--- src/verilog/lc3CtrlPkg.sv ---
package lc3CtrlPkg;

    // ----------------------------------------------------------
    // Datapath mux selects
    // ----------------------------------------------------------

    typedef enum logic [1:0] {pcPlus1, pcAddrSum, pcDataBus} pcSel_t;

    typedef enum logic {addr1Sr1, addr1Pc} addr1Sel_t;

    typedef enum logic [1:0] {addr2Zero, addr2Off6, addr2Off9, addr2Off11} addr2Sel_t;

    typedef enum logic {sr1Ir8to6, sr1Ir11to9} sr1Sel_t;

    typedef enum logic {sr2RegOut, sr2ImmSext} sr2Sel_t;

    typedef enum logic {drIr11to9, drR7} drSel_t;

    typedef enum logic {mdrBus, mdrMemory} mdrSel_t;

    typedef enum logic [1:0] {aluAdd, aluAnd, aluNot, aluPassA} aluOp_t;

    // Source driving the main bus
    typedef enum logic [2:0] {busNone, busPc, busMdr, busAlu, busMarMux} busSel_t;

    // ----------------------------------------------------------
    // Control word, one per control state
    // ----------------------------------------------------------

    typedef struct packed {
        logic      ldMar;
        logic      ldMdr;
        logic      ldIr;
        logic      ldBen;
        logic      ldCc;
        logic      ldReg;
        logic      ldPc;
        logic      ldLed;
        busSel_t   busSel;
        pcSel_t    pcSel;
        addr1Sel_t addr1Sel;
        addr2Sel_t addr2Sel;
        sr1Sel_t   sr1Sel;
        sr2Sel_t   sr2Sel;
        drSel_t    drSel;
        mdrSel_t   mdrSel;
        aluOp_t    aluOp;
        logic      memWe;
    } ctrlWord_t;

    typedef enum logic [3:0] {
        sFetch1, sFetch2, sFetch3, sDecode,
        sAluOp, sLea, sBr, sJmp, sPse,
        sLdMar, sLdMdr, sLdReg,
        sStMar, sStMdr, sStWrite
    } ctrlState_t;

endpackage

--- src/verilog/lc3IsaPkg.sv ---
package lc3IsaPkg;

    // ----------------------------------------------------------
    // Machine widths
    // ----------------------------------------------------------

    localparam int wordW    = 16;
    localparam int regIdxW  = 3;
    localparam int regCount = 8;
    localparam int ledW     = 12;

    // Instruction field widths
    localparam int opcodeW = 4;
    localparam int imm5W   = 5;
    localparam int off6W   = 6;
    localparam int off9W   = 9;
    localparam int off11W  = 11;

    typedef logic [wordW-1:0]   word_t;
    typedef logic [regIdxW-1:0] regIdx_t;
    typedef logic [ledW-1:0]    ledVal_t;

    // ----------------------------------------------------------
    // Opcodes, IR[15:12]
    // ----------------------------------------------------------

    typedef enum logic [opcodeW-1:0] {
        opBr  = 4'b0000,
        opAdd = 4'b0001,
        opLd  = 4'b0010,
        opSt  = 4'b0011,
        opAnd = 4'b0101,
        opLdr = 4'b0110,
        opStr = 4'b0111,
        opNot = 4'b1001,
        opJmp = 4'b1100,
        opPse = 4'b1101,
        opLea = 4'b1110
    } opcode_t;

endpackage
--- src/verilog/lc3Core.sv ---
`timescale 1ns/100ps

module lc3Core import lc3IsaPkg::*, lc3CtrlPkg::*; #(
    parameter word_t resetPc = 16'h3000
) (
    input  logic    Clk,
    input  logic    arstN,
    input  word_t   memRdata,
    output word_t   memAddr,
    output word_t   memWdata,
    output logic    memWe,
    output ledVal_t led
);

    ctrlWord_t ctrl;
    word_t     ir;
    logic      ben;

    // Write strobe comes straight from the control word
    assign memWe = ctrl.memWe;

    controlUnit controlUnit_inst (
        .Clk   (Clk),
        .arstN (arstN),
        .ir    (ir),
        .ben   (ben),
        .ctrl  (ctrl)
    );

    datapath #(
        .resetPc (resetPc)
    ) datapath_inst (
        .Clk      (Clk),
        .arstN    (arstN),
        .ctrl     (ctrl),
        .memRdata (memRdata),
        .ir       (ir),
        .ben      (ben),
        .memAddr  (memAddr),
        .memWdata (memWdata),
        .led      (led)
    );

endmodule

--- src/verilog/controlUnit.sv ---
`timescale 1ns/100ps

module controlUnit import lc3IsaPkg::*, lc3CtrlPkg::*; (
    input  logic      Clk,
    input  logic      arstN,
    input  word_t     ir,
    input  logic      ben,
    output ctrlWord_t ctrl
);

    ctrlState_t state;
    ctrlState_t stateNext;
    opcode_t    opcode;
    logic       baseOffset;

    assign opcode     = opcode_t'(ir[15:12]);
    // LDR and STR address from a base register
    assign baseOffset = (opcode == opLdr) || (opcode == opStr);

    always_ff @(posedge Clk or negedge arstN) begin
        if (!arstN) begin
            state <= sFetch1;
        end else begin
            state <= stateNext;
        end
    end

    // ----------------------------------------------------------
    // Next state
    // ----------------------------------------------------------

    always_comb begin
        stateNext = sFetch1;
        case (state)
            sFetch1: stateNext = sFetch2;
            sFetch2: stateNext = sFetch3;
            sFetch3: stateNext = sDecode;
            sDecode: begin
                case (opcode)
                    opAdd, opAnd, opNot: stateNext = sAluOp;
                    opBr:                stateNext = sBr;
                    opJmp:               stateNext = sJmp;
                    opLea:               stateNext = sLea;
                    opPse:               stateNext = sPse;
                    opLd, opLdr:         stateNext = sLdMar;
                    opSt, opStr:         stateNext = sStMar;
                    default:             stateNext = sFetch1;
                endcase
            end
            sLdMar:  stateNext = sLdMdr;
            sLdMdr:  stateNext = sLdReg;
            sStMar:  stateNext = sStMdr;
            sStMdr:  stateNext = sStWrite;
            default: stateNext = sFetch1;
        endcase
    end

    // ----------------------------------------------------------
    // Control word
    // ----------------------------------------------------------

    always_comb begin
        // All strobes off, first entry of every select
        ctrl = '0;
        case (state)
            sFetch1: begin
                ctrl.busSel = busPc;
                ctrl.ldMar  = 1'b1;
                ctrl.pcSel  = pcPlus1;
                ctrl.ldPc   = 1'b1;
            end
            sFetch2: begin
                ctrl.mdrSel = mdrMemory;
                ctrl.ldMdr  = 1'b1;
            end
            sFetch3: begin
                ctrl.busSel = busMdr;
                ctrl.ldIr   = 1'b1;
            end
            sDecode: begin
                ctrl.ldBen = 1'b1;
            end
            sAluOp: begin
                ctrl.sr1Sel = sr1Ir8to6;
                ctrl.sr2Sel = ir[5] ? sr2ImmSext : sr2RegOut;
                case (opcode)
                    opAnd:   ctrl.aluOp = aluAnd;
                    opNot:   ctrl.aluOp = aluNot;
                    default: ctrl.aluOp = aluAdd;
                endcase
                ctrl.busSel = busAlu;
                ctrl.drSel  = drIr11to9;
                ctrl.ldReg  = 1'b1;
                ctrl.ldCc   = 1'b1;
            end
            sLea: begin
                ctrl.addr1Sel = addr1Pc;
                ctrl.addr2Sel = addr2Off9;
                ctrl.busSel   = busMarMux;
                ctrl.drSel    = drIr11to9;
                ctrl.ldReg    = 1'b1;
            end
            sBr: begin
                // PC moves only for a taken branch
                ctrl.addr1Sel = addr1Pc;
                ctrl.addr2Sel = addr2Off9;
                ctrl.pcSel    = pcAddrSum;
                ctrl.ldPc     = ben;
            end
            sJmp: begin
                ctrl.sr1Sel   = sr1Ir8to6;
                ctrl.addr1Sel = addr1Sr1;
                ctrl.addr2Sel = addr2Zero;
                ctrl.pcSel    = pcAddrSum;
                ctrl.ldPc     = 1'b1;
            end
            sPse: begin
                ctrl.ldLed = 1'b1;
            end
            sLdMar, sStMar: begin
                ctrl.sr1Sel   = sr1Ir8to6;
                ctrl.addr1Sel = baseOffset ? addr1Sr1 : addr1Pc;
                ctrl.addr2Sel = baseOffset ? addr2Off6 : addr2Off9;
                ctrl.busSel   = busMarMux;
                ctrl.ldMar    = 1'b1;
            end
            sLdMdr: begin
                ctrl.mdrSel = mdrMemory;
                ctrl.ldMdr  = 1'b1;
            end
            sLdReg: begin
                ctrl.busSel = busMdr;
                ctrl.drSel  = drIr11to9;
                ctrl.ldReg  = 1'b1;
                ctrl.ldCc   = 1'b1;
            end
            sStMdr: begin
                // Store source register through the ALU
                ctrl.sr1Sel = sr1Ir11to9;
                ctrl.aluOp  = aluPassA;
                ctrl.busSel = busAlu;
                ctrl.mdrSel = mdrBus;
                ctrl.ldMdr  = 1'b1;
            end
            sStWrite: begin
                ctrl.memWe = 1'b1;
            end
            default: begin
                ctrl = '0;
            end
        endcase
    end

endmodule

--- src/verilog/datapath.sv ---
`timescale 1ns/100ps

module datapath import lc3IsaPkg::*, lc3CtrlPkg::*; #(
    parameter word_t resetPc = 16'h3000
) (
    input  logic      Clk,
    input  logic      arstN,
    input  ctrlWord_t ctrl,
    input  word_t     memRdata,
    output word_t     ir,
    output logic      ben,
    output word_t     memAddr,
    output word_t     memWdata,
    output ledVal_t   led
);

    // ----------------------------------------------------------
    // Signals
    // ----------------------------------------------------------

    typedef struct packed {
        logic n;
        logic z;
        logic p;
    } cc_t;

    word_t pc;
    word_t mar;
    word_t mdr;
    cc_t   cc;

    word_t mainBus;
    word_t pcNext;
    word_t mdrNext;

    // Address adder
    word_t addr1;
    word_t addr2;
    word_t addrSum;

    // Sign-extended IR fields
    word_t imm5Sext;
    word_t off6Sext;
    word_t off9Sext;
    word_t off11Sext;

    regIdx_t drIdx;
    regIdx_t sr1Idx;
    word_t   sr1Out;
    word_t   sr2Out;
    word_t   aluB;
    word_t   aluOut;

    assign imm5Sext  = {{(wordW-imm5W){ir[imm5W-1]}}, ir[imm5W-1:0]};
    assign off6Sext  = {{(wordW-off6W){ir[off6W-1]}}, ir[off6W-1:0]};
    assign off9Sext  = {{(wordW-off9W){ir[off9W-1]}}, ir[off9W-1:0]};
    assign off11Sext = {{(wordW-off11W){ir[off11W-1]}}, ir[off11W-1:0]};

    assign memAddr  = mar;
    assign memWdata = mdr;

    // ----------------------------------------------------------
    // Register file and ALU
    // ----------------------------------------------------------

    regFile regFile_inst (
        .Clk    (Clk),
        .arstN  (arstN),
        .ld     (ctrl.ldReg),
        .dr     (drIdx),
        .sr1    (sr1Idx),
        .sr2    (ir[2:0]),
        .din    (mainBus),
        .sr1Out (sr1Out),
        .sr2Out (sr2Out)
    );

    alu alu_inst (
        .a  (sr1Out),
        .b  (aluB),
        .op (ctrl.aluOp),
        .y  (aluOut)
    );

    // ----------------------------------------------------------
    // Muxes
    // ----------------------------------------------------------

    assign addr1   = (ctrl.addr1Sel == addr1Pc) ? pc : sr1Out;
    assign addrSum = addr1 + addr2;

    always_comb begin
        case (ctrl.addr2Sel)
            addr2Off6:  addr2 = off6Sext;
            addr2Off9:  addr2 = off9Sext;
            addr2Off11: addr2 = off11Sext;
            default:    addr2 = '0;
        endcase
    end

    // One source at a time, anything else leaves the bus at zero
    always_comb begin
        case (ctrl.busSel)
            busPc:     mainBus = pc;
            busMdr:    mainBus = mdr;
            busAlu:    mainBus = aluOut;
            busMarMux: mainBus = addrSum;
            default:   mainBus = '0;
        endcase
    end

    always_comb begin
        case (ctrl.pcSel)
            pcAddrSum: pcNext = addrSum;
            pcDataBus: pcNext = mainBus;
            default:   pcNext = pc + 16'd1;
        endcase
    end

    assign sr1Idx  = (ctrl.sr1Sel == sr1Ir11to9) ? ir[11:9] : ir[8:6];
    assign drIdx   = (ctrl.drSel == drR7) ? 3'd7 : ir[11:9];
    assign aluB    = (ctrl.sr2Sel == sr2ImmSext) ? imm5Sext : sr2Out;
    assign mdrNext = (ctrl.mdrSel == mdrMemory) ? memRdata : mainBus;

    // ----------------------------------------------------------
    // Processor registers
    // ----------------------------------------------------------

    always_ff @(posedge Clk or negedge arstN) begin
        if (!arstN) begin
            pc  <= resetPc;
            ir  <= '0;
            mar <= '0;
            mdr <= '0;
            cc  <= '0;
            ben <= 1'b0;
            led <= '0;
        end else begin
            if (ctrl.ldPc) begin
                pc <= pcNext;
            end
            if (ctrl.ldIr) begin
                ir <= mainBus;
            end
            if (ctrl.ldMar) begin
                mar <= mainBus;
            end
            if (ctrl.ldMdr) begin
                mdr <= mdrNext;
            end
            // Sign of the bus value
            if (ctrl.ldCc) begin
                cc.n <= mainBus[wordW-1];
                cc.z <= (mainBus == '0);
                cc.p <= !mainBus[wordW-1] && (mainBus != '0);
            end
            if (ctrl.ldBen) begin
                ben <= (ir[11] & cc.n) | (ir[10] & cc.z) | (ir[9] & cc.p);
            end
            if (ctrl.ldLed) begin
                led <= ir[ledW-1:0];
            end
        end
    end

endmodule

--- src/verilog/alu.sv ---
`timescale 1ns/100ps

module alu import lc3IsaPkg::*, lc3CtrlPkg::*; (
    input  word_t  a,
    input  word_t  b,
    input  aluOp_t op,
    output word_t  y
);

    always_comb begin
        case (op)
            aluAdd: begin
                y = a + b;
            end
            aluAnd: begin
                y = a & b;
            end
            aluNot: begin
                y = ~a;
            end
            default: begin
                // Pass A, used to move a source register into MDR
                y = a;
            end
        endcase
    end

endmodule

--- src/verilog/regFile.sv ---
`timescale 1ns/100ps

module regFile import lc3IsaPkg::*; (
    input  logic    Clk,
    input  logic    arstN,
    input  logic    ld,
    input  regIdx_t dr,
    input  regIdx_t sr1,
    input  regIdx_t sr2,
    input  word_t   din,
    output word_t   sr1Out,
    output word_t   sr2Out
);

    word_t regs [regCount];

    // Single write port
    always_ff @(posedge Clk or negedge arstN) begin
        if (!arstN) begin
            for (int i = 0; i < regCount; i++) begin
                regs[i] <= '0;
            end
        end else if (ld) begin
            regs[dr] <= din;
        end
    end

    // Asynchronous read ports
    assign sr1Out = regs[sr1];
    assign sr2Out = regs[sr2];

endmodule

--- config.mk ---
export PLATFORM = sky130hd
export DESIGN_NAME = lc3Core
export DESIGN_NICKNAME = d
export VERILOG_FILES = /design/src/verilog/lc3CtrlPkg.sv /design/src/verilog/lc3IsaPkg.sv /design/src/verilog/lc3Core.sv /design/src/verilog/controlUnit.sv /design/src/verilog/datapath.sv /design/src/verilog/alu.sv /design/src/verilog/regFile.sv
export SDC_FILE = /design/constraint.sdc
export NUM_CORES = 1
export LEC_CHECK = 0
export BUFFER_PORTS_ARGS = -buffer_cell sky130_fd_sc_hd__buf_4
export CORE_UTILIZATION = 50
export CTS_BUF_LIST = sky130_fd_sc_hd__clkbuf_4 sky130_fd_sc_hd__clkbuf_8 sky130_fd_sc_hd__clkbuf_16
export DETAILED_ROUTE_END_ITERATION = 10
export PLACE_DENSITY = 0.77
export SLEW_MARGIN = 20
export SYNTH_ARGS = -nofsm -noshare
export SYNTH_HDL_FRONTEND = slang
export SYNTH_HIERARCHICAL = 1
export SYNTH_SLANG_ARGS = --single-unit
--- constraint.sdc ---
create_clock -name Clk -period 6.8 [get_ports Clk]
set_input_delay 1.02 -clock Clk [delete_from_list [all_inputs] [get_ports Clk]]
set_output_delay 1.02 -clock Clk [all_outputs]
set_load 0.03 [all_outputs]
==> qor.log <==
[synthesis] predominant post-synthesis flop cell sky130_fd_sc_hd__dfrtp_1
[timing] Hold Vio Cnt, Final 0
[placement] Cells after DPL 1,681
[synthesis] most common cell in the netlist sky130_fd_sc_hd__mux2_2
[clock_network] post-cts gate resize count 0
[floorplan] die area 0.0296 mm^2
[timing] unrepaired setup endpoints after global routing no
[routing] first-pass detailed-route iteration total 5
[floorplan] Die W 172 um
[power] post-route total power 7.86 mW
[setup_path] maximum net fanout on the critical path 14
[clock_network] clock tree from TritonCTS built
[clock_network] depth of the CTS H-tree 1
[floorplan] chip height 172 um
[placement] buffers added on ports 62
[routing] number of nets with antenna violations after detailed routing 0
[setup_path] arrival time at the worst endpoint 6.62 ns
[hold_path] Hold/Removal Path Class register to register
[synthesis] count of different cell masters after synthesis 95
[final_layout] fraction of final layout cells sized beyond drive strength 1 32.4%
[setup_path] Crit. End Element register
[clock_network] Post-CTS Hold Fix Bufs 0
[grt] wire length of the first global-routing pass 64,400 um
[timing] Setup-failing EPs final 0
[setup_path] worst-case register-to-register setup slack 0.60 ns
[clock_network] Max clock buf depth 3
[power] leakage power summed over all cells 7.79 nW
[clock_network] # clock sinks 212
[final_layout] Layout Nets 1,383
[setup_path] critical path startpoint controlUnit_inst/state[1]$_DFF_PN0_
[timing] final worst path period share 91.2%
[clock_network] clock-pin slew on the worst setup and hold paths 0.06 ns
[setup_path] Critical Path End datapath_inst/cc[0]$_DFFE_PN0P_
[floorplan] # IOs 63
[synthesis] number of register bits inferred by synthesis 212
[final_layout] antenna diode count 0
[final_layout] Synth-to-Final Area Change 12.2%
[setup_path] length in cells of the worst reg-to-reg path 19
[timing] slew margin rel. 26.4%
[setup_path] Worst path most repeated cell sky130_fd_sc_hd__mux2_2
[setup_path] Crit Reg-Reg Endpoint datapath_inst/cc[0]$_DFFE_PN0P_
[setup_path] Slowest cell on crit path sky130_fd_sc_hd__mux2_2
[routing] count of routing violations after the opening detailed-route iteration 1,206
[setup_path] Data required, critical path 7.22 ns
[timing] Setup Total Neg Slack 0 ns
[floorplan] starting density of the core 51.5%
[synthesis] top cell type's share of synthesized area 36.3%
[run] max capacitance violation total 0
[synthesis] YS warnings 6
[routing] total detailed-routing wirelength 42,200 um
[timing] transition time at the pin with the least slew margin 1.10 ns
[clock_network] total clock buffers created by CTS 24
[setup_path] CP peak stage delay 0.59 ns
[placement] Final GP Congestion 1.04
[synthesis] Avg Inst Size Synth 11.2 um^2
[synthesis] largest cells by area after synthesis sky130_fd_sc_hd__dfrtp_1 36%, sky130_fd_sc_hd__mux2_2 17%, sky130_fd_sc_hd__mux4_1 10%, sky130_fd_sc_hd__a21oi_1 3.1%, sky130_fd_sc_hd__ha_1 2.9%
[clock_network] clock latency of the later-clocked register in the worst-skew pair 0.53 ns
[timing] final setup skew 0.0154 ns
[power] worst voltage drop across the vdd grid 0.000214 V
[synthesis] Post-synth top cells 221 x sky130_fd_sc_hd__mux2_2, 210 x sky130_fd_sc_hd__dfrtp_1, 91 x sky130_fd_sc_hd__a21oi_1
[floorplan] placeable core region 0.0281 mm^2
[routing] Vias per Instance 6.46
[clock_network] CTS Root Buffer Type sky130_fd_sc_hd__clkbuf_16
[timing] maximum frequency from static timing analysis 161 MHz
[timing] final critical path time including I/O delays and setup 6.20 ns
[setup_path] chain of cells forming the critical path nand4b_1, inv_1, mux2_2, buf_4, mux4_1, mux2_2, ha_1, a21o_1, a22o_1, o21ai_1, o21ai_0, o211a_1, mux2i_1, a211oi_1, a311oi_1, nand2_1, nor4_2, nand4_1, a31o_1
[floorplan] site row count 61
[synthesis] share of synthesized flip-flops with an asynchronous set or reset 100%
[routing] post-detailed-route DRC marker count 0
[placement] Final HPWL DP 29,100 um
[routing] via count 11,142
[power] total power per unit cell area 484 mW/mm^2
[grt] Congestion Overflow GR 0
[status] status finished clean
[synthesis] mapped cell area 0.0145 mm^2
[grt] global-route usage over all layers 29.1%
[synthesis] number of instances in the synthesized netlist 1,287
[synthesis] dominant cell type by area after synthesis sky130_fd_sc_hd__dfrtp_1
[synthesis] number of enable flip-flop cells after synthesis 0
[final_layout] final standard cell count with taps included and fillers excluded 1,725
[synthesis] register area share after synthesis 36.7%
[routing] average routed wire per standard cell 24.5 um
[timing] Pins Over Slew Limit 0
[clock_network] Setup Buffers After CTS 0
[setup_path] start-to-end type of the worst setup path register to register
[grt] largest net degree at the start of global routing 124
[grt] number of global-route vias before repair 10,900
[setup_path] startpoint of the worst-slack reg-to-reg timing path controlUnit_inst/state[1]$_DFF_PN0_
[setup_path] critical path startpoint category register
[grt] initial antenna violation count 1
[worst max-delay path, delay by kind of cell, from the launching register on]
| family | cells | cell delay (ns) |
|---|---|---|
| and+or+nand+nor | 4 | 1.19 |
| adders and majority gates | 1 | 0.31 |
| buffers and inverters | 2 | 0.49 |
| AOI/OAI and AO/OA | 8 | 2.06 |
| muxes | 4 | 1.65 |
| DFF | 1 | 0.37 |
[cells in the final DEF, fill, tap and decap left out, types with 7 or more instances in the layout]
cell type / count
sky130_fd_sc_hd__o21ai_1: 18
sky130_fd_sc_hd__or2_2: 7
sky130_fd_sc_hd__a211oi_1: 17
sky130_fd_sc_hd__dfrtp_1: 209
sky130_fd_sc_hd__nand2b_1: 11
sky130_fd_sc_hd__mux2_2: 221
sky130_fd_sc_hd__a21oi_2: 9
sky130_fd_sc_hd__mux2i_1: 16
sky130_fd_sc_hd__xor2_1: 18
sky130_fd_sc_hd__nand2_1: 66
sky130_fd_sc_hd__inv_2: 7
sky130_fd_sc_hd__a21o_1: 12
sky130_fd_sc_hd__a21oi_1: 88
sky130_fd_sc_hd__xnor2_1: 15
sky130_fd_sc_hd__and3_1: 8
sky130_fd_sc_hd__nor2b_1: 22
sky130_fd_sc_hd__ha_1: 34
sky130_fd_sc_hd__buf_4: 101
sky130_fd_sc_hd__mux4_1: 56
sky130_fd_sc_hd__clkbuf_16: 25
sky130_fd_sc_hd__a31oi_1: 10
sky130_fd_sc_hd__inv_1: 44
sky130_fd_sc_hd__nor2_1: 72
sky130_fd_sc_hd__mux4_2: 8
sky130_fd_sc_hd__o22ai_1: 7
sky130_fd_sc_hd__nand3_1: 17
sky130_fd_sc_hd__o21ai_0: 53
sky130_fd_sc_hd__nor3_1: 9
sky130_fd_sc_hd__a22oi_1: 13
[worst min path at each step]
stage	start	cells after the start	endpoint	slack, ns
after floorplan	datapath_inst/cc[2]$_DFFE_PN0P_	1	datapath_inst/cc[2]$_DFFE_PN0P_	0.46
after global placement	datapath_inst/cc[2]$_DFFE_PN0P_	1	datapath_inst/cc[2]$_DFFE_PN0P_	0.48
after detailed placement	datapath_inst/cc[2]$_DFFE_PN0P_	1	datapath_inst/cc[2]$_DFFE_PN0P_	0.49
after CTS	datapath_inst/cc[2]$_DFFE_PN0P_	1	datapath_inst/cc[2]$_DFFE_PN0P_	0.51
after global routing	datapath_inst/led[5]$_DFFE_PN0P_	1	datapath_inst/led[5]$_DFFE_PN0P_	0.52
final	datapath_inst/cc[2]$_DFFE_PN0P_	1	datapath_inst/cc[2]$_DFFE_PN0P_	0.51
[cell type report]
class,instances,area (um^2)
Inverter,51,191
Tap cell,378,473
Multi-Input combinational cell,936,8530
Timing Repair Buffer,104,812
Sequential cell,212,5310
Clock buffer,30,682
Fill cell,2336,11900
Clock inverter,14,235
[routing by layer]
metal	wire length, um	share of wire, %	GRT usage, %
met3	3340	7.9	5.63
met5	0	0	0
met4	1890	4.5	13.0
met2	19500	46	46.5
met1	17400	41	38.3
[stage by stage]
stage          utilization (%)  area, um^2  hold WS (ns)  setup WS (ns)
2_1_floorplan                -       14500         0.465           1.72
3_3_place_gp              54.5       15300         0.479          0.945
3_5_place_dp              54.5       15300         0.487          0.772
4_1_cts                   57.8       16200         0.509          0.749
5_1_grt                   57.8       16200         0.524          0.339
6_report                  57.8       16200         0.511          0.598
[where the power goes]
| part | internal [mW] | switching, mW | total (mW) |
|---|---|---|---|
| clock network | 0.941 | 0.553 | 1.49 |
| registers | 1.69 | 0.464 | 2.16 |
| logic | 1.75 | 2.45 | 4.21 |
[sequential cells by signal (all words and copies together) (netlist names)]
signal,cells
controlUnit_inst/state,4
datapath_inst/ben,1
datapath_inst/cc,3
datapath_inst/ir,16
datapath_inst/led,12
datapath_inst/memAddr,16
datapath_inst/memWdata,16
datapath_inst/pc,16
datapath_inst/regFile_inst/regs,128
[logic make-up after synthesis]
group           count (synthesis)  share of synthesized area, %
compound gates                295                          13.5
xor+xnor                       33                          2.00
fa+ha+maj                      36                          3.22
buf+inv                       140                          4.83
flops                         212                          36.7
mux                           305                          30.0
other cells                     1                        0.0259
simple gates                  265                          9.72
Note: power is estimated with default switching activity, not from simulation.
